[config.mk]
export PLATFORM = sky130hd
export DESIGN_NAME = eth_tx_top
export DESIGN_NICKNAME = d
export VERILOG_FILES = /design/src/eth_tx_pkg.sv /design/src/eth_tx_arb.sv /design/src/eth_tx_chan.sv /design/src/eth_tx_framer.sv /design/src/eth_tx_regs.sv /design/src/eth_tx_top.sv
export VERILOG_INCLUDE_DIRS = /design/src
export SDC_FILE = /design/constraint.sdc
export NUM_CORES = 2
export LEC_CHECK = 0
export ABC_AREA = 1
export BUFFER_PORTS_ARGS = -buffer_cell sky130_fd_sc_hd__buf_2
export CAP_MARGIN = 20
export CORE_UTILIZATION = 31
export CTS_CLUSTER_DIAMETER = 200
export DETAILED_ROUTE_END_ITERATION = 10
export HOLD_SLACK_MARGIN = 0.12
export PLACE_DENSITY_LB_ADDON = 0.25
export SLEW_MARGIN = 0
export SYNTH_ARGS = -nofsm -noshare
export SYNTH_HDL_FRONTEND = slang
export SYNTH_HIERARCHICAL = 1
export SYNTH_SLANG_ARGS = --single-unit
[constraint.sdc]
create_clock -name clk -period 3.8 [get_ports clk]
set_input_delay 0.38 -clock clk [delete_from_list [all_inputs] [get_ports clk]]
set_output_delay 0.38 -clock clk [all_outputs]
set_load 0.01 [all_outputs]
[src/eth_tx_macros.svh]
`ifndef ETH_TX_MACROS_SVH
`define ETH_TX_MACROS_SVH

// Channel count and per-channel payload storage
`define ETH_TX_CHANNELS    4
`define ETH_TX_FIFO_DEPTH  64
`define ETH_TX_LEN_W       7    // Holds 0..FIFO_DEPTH

// Locally administered station address
`define ETH_TX_SRC_MAC     48'h02_1a_3c_5e_70_91

// Frame layout in bytes
`define ETH_TX_HDR_LEN     14   // dst + src + EtherType
`define ETH_TX_MIN_PAYLOAD 46
`define ETH_TX_FCS_LEN     4
`define ETH_TX_IFG         12

`endif

[src/eth_tx_pkg.sv]
`include "eth_tx_macros.svh"

package eth_tx_pkg;

  typedef logic [47:0] mac_addr_t;
  typedef logic [15:0] ethertype_t;

  ////////////////////////////////////////////////////////////////////////////
  // Channel side
  ////////////////////////////////////////////////////////////////////////////

  // Frame metadata as presented by a channel
  typedef struct packed {
    mac_addr_t                dst;
    ethertype_t               ethertype;
    logic [`ETH_TX_LEN_W-1:0] len;       // Payload bytes held
  } tx_desc_t;

  // Byte at the FIFO head
  typedef struct packed {
    logic [7:0] dat;
    logic       last;  // Only byte left
  } tx_byte_t;

  ////////////////////////////////////////////////////////////////////////////
  // Host side
  ////////////////////////////////////////////////////////////////////////////

  // Low two bits of the Wishbone word address
  typedef enum logic [1:0] {
    dst_lo = 2'd0,  // dst[31:0]
    dst_hi = 2'd1,  // dst[47:32], EtherType in upper half
    data   = 2'd2,  // Payload byte push
    ctrl   = 2'd3   // Arm on write, status on read
  } wb_reg_t;

endpackage

[src/eth_tx_arb.sv]
`include "eth_tx_macros.svh"

module eth_tx_arb (
  input  logic                                         clk,
  input  logic                                         rst,
  input  logic                                         start_rdy,
  input  logic                                         pop,
  input  logic [`ETH_TX_CHANNELS-1:0]                  req,
  input  eth_tx_pkg::tx_desc_t [`ETH_TX_CHANNELS-1:0]  desc_in,
  input  eth_tx_pkg::tx_byte_t [`ETH_TX_CHANNELS-1:0]  head_in,
  output logic [`ETH_TX_CHANNELS-1:0]                  grant,
  output eth_tx_pkg::tx_desc_t                         desc,
  output eth_tx_pkg::tx_byte_t                         head,
  output logic                                         start,
  output logic [`ETH_TX_CHANNELS-1:0]                  chan_pop
);

  localparam int N  = `ETH_TX_CHANNELS;
  localparam int IW = $clog2(N);

  logic [IW-1:0] sel;    // Last grant, held for the whole frame
  logic [IW-1:0] pick;
  logic          found;

  // Search starts one past the last grant
  always_comb begin
    pick  = sel;
    found = 1'b0;
    for (int i = 1; i <= N; i++) begin
      if (!found && req[(int'(sel) + i) % N]) begin
        pick  = IW'((int'(sel) + i) % N);
        found = 1'b1;
      end
    end
  end

  always_ff @(posedge clk) begin
    if (rst) begin
      grant <= '0;
      start <= 1'b0;
      sel   <= IW'(N - 1);  // First search begins at channel 0
    end else begin
      grant <= '0;
      start <= 1'b0;
      // Framer still reads idle in the start cycle
      if (start_rdy && !start && found) begin
        grant[pick] <= 1'b1;
        start       <= 1'b1;
        sel         <= pick;
      end
    end
  end

  assign desc = desc_in[sel];
  assign head = head_in[sel];

  always_comb begin
    chan_pop      = '0;
    chan_pop[sel] = pop;
  end

endmodule

[src/eth_tx_chan.sv]
`include "eth_tx_macros.svh"

module eth_tx_chan (
  input  logic                     clk,
  input  logic                     rst,
  input  logic                     desc_lo_we,
  input  logic                     desc_hi_we,
  input  logic                     push,
  input  logic                     arm,
  input  logic                     grant,
  input  logic                     pop,
  input  logic [31:0]              wdata,
  output logic                     req,
  output logic                     busy,
  output logic [`ETH_TX_LEN_W-1:0] len,
  output eth_tx_pkg::tx_desc_t     desc,
  output eth_tx_pkg::tx_byte_t     head
);

  localparam int DEPTH = `ETH_TX_FIFO_DEPTH;
  localparam int AW    = $clog2(DEPTH);

  logic [7:0]               mem [DEPTH];
  logic [`ETH_TX_LEN_W-1:0] wr_ptr;
  logic [`ETH_TX_LEN_W-1:0] rd_ptr;
  eth_tx_pkg::mac_addr_t    dst;
  eth_tx_pkg::ethertype_t   etype;
  logic                     granted;
  logic                     load_ok;
  logic                     arm_ok;
  logic                     pop_ok;

  assign load_ok = push && !busy && (wr_ptr != `ETH_TX_LEN_W'(DEPTH));
  assign arm_ok  = arm && !busy && (wr_ptr != '0);  // Empty channel stays idle
  assign pop_ok  = pop && granted;

  // Request straight from the arm strobe saves a cycle to the arbiter
  assign req = busy || arm_ok;
  assign len = wr_ptr;  // Pointers restart at zero each frame

  assign desc      = '{dst: dst, ethertype: etype, len: wr_ptr};
  assign head.dat  = mem[rd_ptr[AW-1:0]];
  assign head.last = (rd_ptr + 1'b1 == wr_ptr);

  // Descriptor and payload frozen while the frame is out
  always_ff @(posedge clk) begin
    if (desc_lo_we && !busy) dst[31:0] <= wdata;
    if (desc_hi_we && !busy) begin
      dst[47:32] <= wdata[15:0];
      etype      <= wdata[31:16];
    end
    if (load_ok) mem[wr_ptr[AW-1:0]] <= wdata[7:0];
  end

  always_ff @(posedge clk) begin
    if (rst) begin
      wr_ptr  <= '0;
      rd_ptr  <= '0;
      busy    <= 1'b0;
      granted <= 1'b0;
    end else begin
      if (load_ok) wr_ptr <= wr_ptr + 1'b1;
      if (arm_ok) busy <= 1'b1;
      if (grant) granted <= 1'b1;
      if (pop_ok) begin
        if (head.last) begin  // Frame drained, ready for reload
          wr_ptr  <= '0;
          rd_ptr  <= '0;
          busy    <= 1'b0;
          granted <= 1'b0;
        end else begin
          rd_ptr <= rd_ptr + 1'b1;
        end
      end
    end
  end

endmodule

[src/eth_tx_framer.sv]
`include "eth_tx_macros.svh"

module eth_tx_framer (
  input  logic                 clk,
  input  logic                 rst,
  input  logic                 start,
  input  eth_tx_pkg::tx_desc_t desc,
  input  eth_tx_pkg::tx_byte_t head,
  output logic                 start_rdy,
  output logic                 pop,
  output logic                 tx_val,
  output logic                 tx_sof,
  output logic                 tx_eof,
  output logic [7:0]           tx_dat
);

  localparam int HW = 8 * `ETH_TX_HDR_LEN;

  typedef enum logic [2:0] {
    st_idle, st_header, st_payload, st_pad, st_fcs, st_gap
  } state_t;

  state_t          state, state_d;
  logic [6:0]      cnt, cnt_d;
  logic [31:0]     crc, crc_d;
  logic [31:0]     fcs;
  logic [HW-1:0]   hdr;
  logic [7:0]      byte_d;
  logic            val_d;
  logic            sof_d;
  logic            eof_d;

  // Reflected CRC-32, one byte LSB first
  function automatic logic [31:0] crc_byte(input logic [31:0] crc_in, input logic [7:0] b);
    logic [31:0] c;
    c = crc_in ^ {24'h0, b};
    for (int i = 0; i < 8; i++) begin
      c = c[0] ? ((c >> 1) ^ 32'hedb88320) : (c >> 1);
    end
    return c;
  endfunction

  assign hdr       = {desc.dst, 48'(`ETH_TX_SRC_MAC), desc.ethertype};
  assign fcs       = ~crc;
  assign start_rdy = (state == st_idle);

  ////////////////////////////////////////////////////////////////////////////
  // Next byte and state
  ////////////////////////////////////////////////////////////////////////////

  always_comb begin
    state_d = state;
    cnt_d   = cnt + 7'd1;
    byte_d  = 8'h00;
    val_d   = 1'b0;
    sof_d   = 1'b0;
    eof_d   = 1'b0;
    pop     = 1'b0;
    case (state)
      st_idle: begin
        cnt_d = '0;
        if (start) begin
          val_d   = 1'b1;
          sof_d   = 1'b1;
          byte_d  = hdr[HW-1 -: 8];  // Destination MSB first
          cnt_d   = 7'd1;
          state_d = st_header;
        end
      end
      st_header: begin
        val_d  = 1'b1;
        byte_d = hdr[8 * (`ETH_TX_HDR_LEN - 1 - int'(cnt)) +: 8];
        if (cnt == 7'(`ETH_TX_HDR_LEN - 1)) begin
          cnt_d   = '0;
          state_d = (desc.len == '0) ? st_pad : st_payload;
        end
      end
      st_payload: begin
        val_d  = 1'b1;
        pop    = 1'b1;
        byte_d = head.dat;
        if (head.last) begin
          if (desc.len < `ETH_TX_MIN_PAYLOAD) begin
            state_d = st_pad;  // cnt keeps counting payload bytes
          end else begin
            cnt_d   = '0;
            state_d = st_fcs;
          end
        end
      end
      st_pad: begin
        val_d = 1'b1;
        if (cnt == 7'(`ETH_TX_MIN_PAYLOAD - 1)) begin
          cnt_d   = '0;
          state_d = st_fcs;
        end
      end
      st_fcs: begin
        val_d  = 1'b1;
        byte_d = fcs[8 * cnt[1:0] +: 8];  // Low byte first
        if (cnt == 7'(`ETH_TX_FCS_LEN - 1)) begin
          eof_d   = 1'b1;
          cnt_d   = '0;
          state_d = st_gap;
        end
      end
      default: begin  // Inter-frame gap
        if (cnt == 7'(`ETH_TX_IFG - 1)) state_d = st_idle;
      end
    endcase
  end

  // CRC covers everything ahead of the FCS
  always_comb begin
    crc_d = crc;
    if (val_d && state != st_fcs) begin
      crc_d = crc_byte((state == st_idle) ? 32'hffffffff : crc, byte_d);
    end
  end

  always_ff @(posedge clk) begin
    if (rst) begin
      state  <= st_idle;
      cnt    <= '0;
      tx_val <= 1'b0;
      tx_sof <= 1'b0;
      tx_eof <= 1'b0;
    end else begin
      state  <= state_d;
      cnt    <= cnt_d;
      tx_val <= val_d;
      tx_sof <= sof_d;
      tx_eof <= eof_d;
    end
  end

  always_ff @(posedge clk) begin
    tx_dat <= byte_d;
    crc    <= crc_d;
  end

endmodule

[src/eth_tx_regs.sv]
`include "eth_tx_macros.svh"

module eth_tx_regs (
  input  logic                                             clk,
  input  logic                                             rst,
  input  logic                                             wb_cyc,
  input  logic                                             wb_stb,
  input  logic                                             wb_we,
  input  logic [3:0]                                       wb_adr,
  input  logic [31:0]                                      wb_dat_w,
  output logic [31:0]                                      wb_dat_r,
  output logic                                             wb_ack,
  input  logic [`ETH_TX_CHANNELS-1:0]                      chan_busy,
  input  logic [`ETH_TX_CHANNELS-1:0][`ETH_TX_LEN_W-1:0]   chan_len,
  output logic [`ETH_TX_CHANNELS-1:0]                      desc_lo_we,
  output logic [`ETH_TX_CHANNELS-1:0]                      desc_hi_we,
  output logic [`ETH_TX_CHANNELS-1:0]                      push,
  output logic [`ETH_TX_CHANNELS-1:0]                      arm,
  output logic [31:0]                                      wdata
);

  localparam int CW = $clog2(`ETH_TX_CHANNELS);

  logic                 access;
  logic [CW-1:0]        ch;
  eth_tx_pkg::wb_reg_t  reg_sel;
  logic [31:0]          status;

  // New access only while no ack is pending
  assign access  = wb_cyc && wb_stb && !wb_ack;
  assign ch      = wb_adr[2 +: CW];
  assign reg_sel = eth_tx_pkg::wb_reg_t'(wb_adr[1:0]);

  // Status word, busy in bit 0 and length in 14:8
  assign status = {17'b0, chan_len[ch], 7'b0, chan_busy[ch]};

  always_ff @(posedge clk) begin
    if (rst) begin
      wb_ack     <= 1'b0;
      desc_lo_we <= '0;
      desc_hi_we <= '0;
      push       <= '0;
      arm        <= '0;
    end else begin
      wb_ack     <= access;
      desc_lo_we <= '0;  // Strobes last one cycle
      desc_hi_we <= '0;
      push       <= '0;
      arm        <= '0;
      if (access && wb_we) begin
        case (reg_sel)
          eth_tx_pkg::dst_lo: desc_lo_we[ch] <= 1'b1;
          eth_tx_pkg::dst_hi: desc_hi_we[ch] <= 1'b1;
          eth_tx_pkg::data:   push[ch]       <= 1'b1;
          eth_tx_pkg::ctrl:   arm[ch]        <= 1'b1;
        endcase
      end
    end
  end

  // Read data and write data travel with the ack
  always_ff @(posedge clk) begin
    if (access) begin
      wdata    <= wb_dat_w;
      wb_dat_r <= (!wb_we && reg_sel == eth_tx_pkg::ctrl) ? status : 32'h0;
    end
  end

endmodule

[src/eth_tx_top.sv]
`include "eth_tx_macros.svh"

module eth_tx_top (
  input  logic        clk,
  input  logic        rst,
  input  logic        wb_cyc,
  input  logic        wb_stb,
  input  logic        wb_we,
  input  logic [3:0]  wb_adr,
  input  logic [31:0] wb_dat_w,
  output logic [31:0] wb_dat_r,
  output logic        wb_ack,
  output logic [7:0]  tx_dat,
  output logic        tx_val,
  output logic        tx_sof,
  output logic        tx_eof
);

  localparam int N = `ETH_TX_CHANNELS;

  logic [N-1:0]                     desc_lo_we;
  logic [N-1:0]                     desc_hi_we;
  logic [N-1:0]                     push;
  logic [N-1:0]                     arm;
  logic [N-1:0]                     busy;
  logic [N-1:0]                     req;
  logic [N-1:0]                     grant;
  logic [N-1:0]                     chan_pop;
  logic [N-1:0][`ETH_TX_LEN_W-1:0]  len;
  eth_tx_pkg::tx_desc_t [N-1:0]     chan_desc;
  eth_tx_pkg::tx_byte_t [N-1:0]     chan_head;
  logic [31:0]                      wdata;
  eth_tx_pkg::tx_desc_t             desc;
  eth_tx_pkg::tx_byte_t             head;
  logic                             start_rdy;
  logic                             start;
  logic                             pop;

  eth_tx_regs eth_tx_regs_inst (
    .clk        (clk),        .rst        (rst),
    .wb_cyc     (wb_cyc),     .wb_stb     (wb_stb),     .wb_we    (wb_we),
    .wb_adr     (wb_adr),     .wb_dat_w   (wb_dat_w),
    .wb_dat_r   (wb_dat_r),   .wb_ack     (wb_ack),
    .chan_busy  (busy),       .chan_len   (len),
    .desc_lo_we (desc_lo_we), .desc_hi_we (desc_hi_we),
    .push       (push),       .arm        (arm),        .wdata    (wdata)
  );

  // One transmit channel per host slot
  for (genvar i = 0; i < N; i++) begin : g_chan
    eth_tx_chan eth_tx_chan_inst (
      .clk        (clk),           .rst        (rst),
      .desc_lo_we (desc_lo_we[i]), .desc_hi_we (desc_hi_we[i]),
      .push       (push[i]),       .arm        (arm[i]),
      .grant      (grant[i]),      .pop        (chan_pop[i]),
      .wdata      (wdata),
      .req        (req[i]),        .busy       (busy[i]),     .len (len[i]),
      .desc       (chan_desc[i]),  .head       (chan_head[i])
    );
  end

  eth_tx_arb eth_tx_arb_inst (
    .clk       (clk),       .rst      (rst),
    .start_rdy (start_rdy), .pop      (pop),
    .req       (req),       .desc_in  (chan_desc), .head_in (chan_head),
    .grant     (grant),     .desc     (desc),      .head    (head),
    .start     (start),     .chan_pop (chan_pop)
  );

  eth_tx_framer eth_tx_framer_inst (
    .clk       (clk),       .rst    (rst),
    .start     (start),     .desc   (desc),   .head   (head),
    .start_rdy (start_rdy), .pop    (pop),
    .tx_val    (tx_val),    .tx_sof (tx_sof), .tx_eof (tx_eof),
    .tx_dat    (tx_dat)
  );

endmodule

==> summary by stage <==
Status
The flow ran to the end, and the final reports show no timing, DRC or antenna violations.

STA
The final worst hold slack is 0.197 ns. The hold violation total from the final report is 0. The relative max-transition margin is 31.8%.

The max-slew violation count is 0. Setup violations remaining at the end of the flow were counted as 0. The worst clock skew on the final layout is 0.0635 ns. The share of the clock period used by the worst path is 96.8%. For this run, the top clock speed supported by timing is 272 MHz. Subtracting the final worst setup slack from the clock period gives 3.68 ns.

The worst-margin pin slew is 1.02 ns.

Routing
After detailed routing, the average wire length per cell comes to 21.4 µm. Once detail routing completed, the nets flagged for antenna violations numbered 0. For this block, the initial DRC count from the detailed router was 7046.

The routed via count is 72285. The mean number of vias per cell is 4.96. The number of search-and-repair iterations in the first detailed-routing pass is 8.

The final layout contains routed wiring with a total length of 311 mm. For this run, design rule violations remaining after detail routing come to 0.

Logic synthesis
The mean instance size in the synthesized netlist is 11.1 µm². The post-synthesis instance area is 0.105 mm². Sequential elements use 70.3% of the synthesized area. The number of distinct library cell variants in the gate-level netlist after synthesis is 47.

The number of enable-type register cells in the synthesized netlist is 2376. The leading register cell type out of synthesis is sky130_fd_sc_hd__edfxtp_1. By area the synthesized netlist is led by sky130_fd_sc_hd__edfxtp_1 (68%), sky130_fd_sc_hd__nand2_1 (11%), sky130_fd_sc_hd__nand3_1 (8.6%). The portion of synthesized cell area occupied by the leading cell type is 67.7%. Synthesis inferred 2509 register bits. The biggest area consumer among synthesized cells is sky130_fd_sc_hd__edfxtp_1. In the synthesized netlist the async set-or-reset flop fraction comes to 0%.

After technology mapping, the gate count stands at 9512. The count of yosys warnings during synthesis is 6.

Worst setup path
STA classifies the critical path startpoint as a flop. At the worst endpoint, the required time is 4.45 ns. The maximum fanout encountered on the critical timing path is 83.

STA classifies the critical path endpoint as a flop. Data on the critical path arrives at its endpoint at 4.33 ns. The critical path in this run is classified as reg2reg. Counting cells, the worst reg-to-reg path comes to 23.

Clock tree
TritonCTS built the clock tree. The clock transition at the registers of the reported paths is 0.06 ns. The maximum level of the CTS H-tree is 5. The clock root buffer is sky130_fd_sc_hd__clkbuf_16. The number of clock buffers inserted by TritonCTS is 281. The count of clock tree sinks is 2509. The later pin in the worst-skew pair is clocked with a latency of 0.92 ns.

The maximum count of clock buffers along a single path is 4.

Pwr
The combinational share of power is 13.5%. VDD sags by at most 0.453 mV. The portion of total power attributed to sequential cells is 46.0%. The net switching share of the total power is 26.2%. The net load switching power is 17.7 mW. The share of power burned in the clock network is 40.5%.

The cell leakage power is 44.1 nW. The total power density per cell area is 546 mW/mm². The post-route total power is 67.5 mW.

The internal power summed over all cells is 49.9 mW.

Placement
In this run the tool buffered the top-level ports with 60 buffer cells. After legalization and detailed placement, the total HPWL measured 193 mm. At the end of routability-driven placement, the weighted congestion stood at 0.882.

Floorplan
The standard-cell row count is 213. The core region is 0.337 mm². The starting utilization of the core area is 31.2%. The floorplan step set the die width to 585 µm. The floorplan step defined a die boundary enclosing 0.342 mm².

The vertical die dimension is 585 µm. 85 I/O pins were placed.

Hold path
The worst hold path passes through 2 cells. The class of the tightest hold or removal check is in2reg.

Finish
The top cell types in the final layout, fill and taps aside, are sky130_fd_sc_hd__nand2_1 (3012), sky130_fd_sc_hd__edfxtp_1 (2376), sky130_fd_sc_hd__nand3_1 (1808). The final net count is 9883. Relative to the synthesized area, the layout overhead comes to 17.4%.

The share of final-layout standard cells stronger than drive strength 1 is 11.5%. The commonest non-fill, non-tap cell in the layout is sky130_fd_sc_hd__nand2_1.

Global route
The via count of the first global-routing pass came to 71488. The initial antenna violation count is 6. The remaining global-route overflow is 0. The overall fraction of global-route tracks in use is 17.8%.

Entering global routing, the biggest net connects 115 pins. The first global-routing pass estimated 463 mm of wire.

Flow run
The number of violations of the max-capacitance limit is 0.
## metal layers
metal  up-vias  GRT usage (%)  part of all wire [%]
met4         2           5.79                   3.2
met2      2335           29.3                    47
met3       468           2.11                   5.7
met5         -              0                0.0035
li1      33723              -                     -
met1     35757           24.5                    44
## cell families after synthesis
logic type,count (synthesis),synth area share (%)
xor+xnor,77,0.662
fa+ha+maj,21,0.249
simple gates,5644,22.9
buf+inv,821,3.57
other cells,1,0.00356
flops,2509,70.3
compound gates,439,2.32
## through the flow
| stage | area (µm²) | setup TNS (ns) | setup WS (ns) | utilization (%) | instances |
|---|---|---|---|---|---|
| 2_1_floorplan | 105000 | -753.10 | -0.357 | - | 9535 |
| 3_3_place_gp | 114000 | -0.279 | -0.0672 | 33.7 | 14005 |
| 3_5_place_dp | 114000 | -0.220 | -0.0541 | 33.7 | 14005 |
| 4_1_cts | 123000 | 0 | 0.00585 | 36.5 | 14550 |
| 5_1_grt | 124000 | -0.0857 | -0.0276 | 36.6 | 14559 |
| 6_report | 124000 | 0 | 0.123 | 36.7 | 14565 |
## registers in the layout, indices dropped and copies added (netlist names), 2 cells and up, named ones only
signal and cells:
eth_tx_arb_inst/grant 4, eth_tx_regs_inst/desc_lo_we 4, eth_tx_regs_inst/wdata 32, eth_tx_framer_inst/cnt 7
eth_tx_framer_inst/state 3, eth_tx_regs_inst/desc_hi_we 4, eth_tx_regs_inst/wb_dat_r 8, g_chan.eth_tx_chan_inst/dst 192
eth_tx_regs_inst/arm 4, g_chan.eth_tx_chan_inst/rd_ptr 28, eth_tx_regs_inst/push 4, eth_tx_framer_inst/tx_dat 8
g_chan.eth_tx_chan_inst/etype 64, g_chan.eth_tx_chan_inst/granted 4, eth_tx_framer_inst/crc 32, g_chan.eth_tx_chan_inst/len 28
eth_tx_arb_inst/sel 2, g_chan.eth_tx_chan_inst/busy 4, g_chan.eth_tx_chan_inst/mem 2048
## worst max-delay path, cell delays in order, from the launching register on
cell                       delay (ns)
sky130_fd_sc_hd__dfxtp_4         0.40
sky130_fd_sc_hd__inv_6           0.17
sky130_fd_sc_hd__buf_16          0.34
sky130_fd_sc_hd__nand2_1         0.13
sky130_fd_sc_hd__nand3_1         0.10
sky130_fd_sc_hd__nand3_1         0.07
sky130_fd_sc_hd__a21oi_1         0.31
sky130_fd_sc_hd__o211ai_1        0.17
sky130_fd_sc_hd__nand2_2         0.17
sky130_fd_sc_hd__o21ai_4         0.10
sky130_fd_sc_hd__o22ai_1         0.16
sky130_fd_sc_hd__nand2_1         0.13
sky130_fd_sc_hd__nand3_1         0.17
sky130_fd_sc_hd__inv_2           0.07
sky130_fd_sc_hd__nand3_1         0.13
sky130_fd_sc_hd__nand2_4         0.12
sky130_fd_sc_hd__nand2_1         0.08
sky130_fd_sc_hd__nand2_1         0.10
sky130_fd_sc_hd__nand2_2         0.12
sky130_fd_sc_hd__nand2_2         0.08
sky130_fd_sc_hd__nand2_1         0.09
sky130_fd_sc_hd__nand2_1         0.06
sky130_fd_sc_hd__nand2_1         0.06
sky130_fd_sc_hd__nand2_1         0.05
## what timing repair did
item | CTS | global route
endpoints found under the setup margin | 5 | 27
gates resized for setup | 2 | 65
gates cloned | 0 | 4
hold buffers | 42 | 0
endpoints found under the hold margin | 54 | 0
pin swaps | 0 | 6
buffers inserted | 0 | 2
## layout make-up
cell class / count / area, µm²
Antenna cell: 9 / 22.5
Clock buffer: 341 / 7380
Clock inverter: 162 / 1830
Fill cell: 33078 / 214000
Inverter: 227 / 901
Multi-Input combinational cell: 6205 / 27800
Sequential cell: 2509 / 74100
Tap cell: 4515 / 5650
Timing Repair Buffer: 597 / 5990
## power by group through the flow
stage	clock (mW)	combinational (mW)	sequential (mW)
after floorplan	0	5.42	31.7
after global placement	0	8.94	31.6
after detailed placement	0	8.90	31.6
after CTS	27.9	9.00	31.0
after global routing	29.0	9.86	31.1
final	27.4	9.14	31.0
## worst paths after layout
path | startpoint | end | slack, ns
setup / recovery | flop | eth_tx_framer_inst/crc[23]$_DFFE_PP_ | 0.12
hold / removal | wb_dat_w[0] | eth_tx_regs_inst/wdata[0]$_DFFE_PP_ | 0.20
setup reg to reg | flop | eth_tx_framer_inst/crc[23]$_DFFE_PP_ | 0.12
hold reg to reg | eth_tx_arb_inst/grant[0]$_SDFF_PP0_ | g_chan[0].eth_tx_chan_inst/granted$_SDFF_PP0_ | 0.45
## Yosys cell counts (80+ instances only)
| cell type | instances |
|---|---|
| sky130_fd_sc_hd__nand2_1 | 3032 |
| sky130_fd_sc_hd__inv_1 | 198 |
| sky130_fd_sc_hd__o22ai_1 | 80 |
| sky130_fd_sc_hd__nor2_1 | 614 |
| sky130_fd_sc_hd__buf_1 | 86 |
| sky130_fd_sc_hd__nand3_1 | 1811 |
| sky130_fd_sc_hd__dfxtp_1 | 133 |
| sky130_fd_sc_hd__clkbuf_1 | 170 |
| sky130_fd_sc_hd__a21oi_1 | 95 |
| sky130_fd_sc_hd__buf_2 | 256 |
| sky130_fd_sc_hd__edfxtp_1 | 2376 |
| sky130_fd_sc_hd__o21ai_0 | 203 |
(Power assumes the default switching activity.)
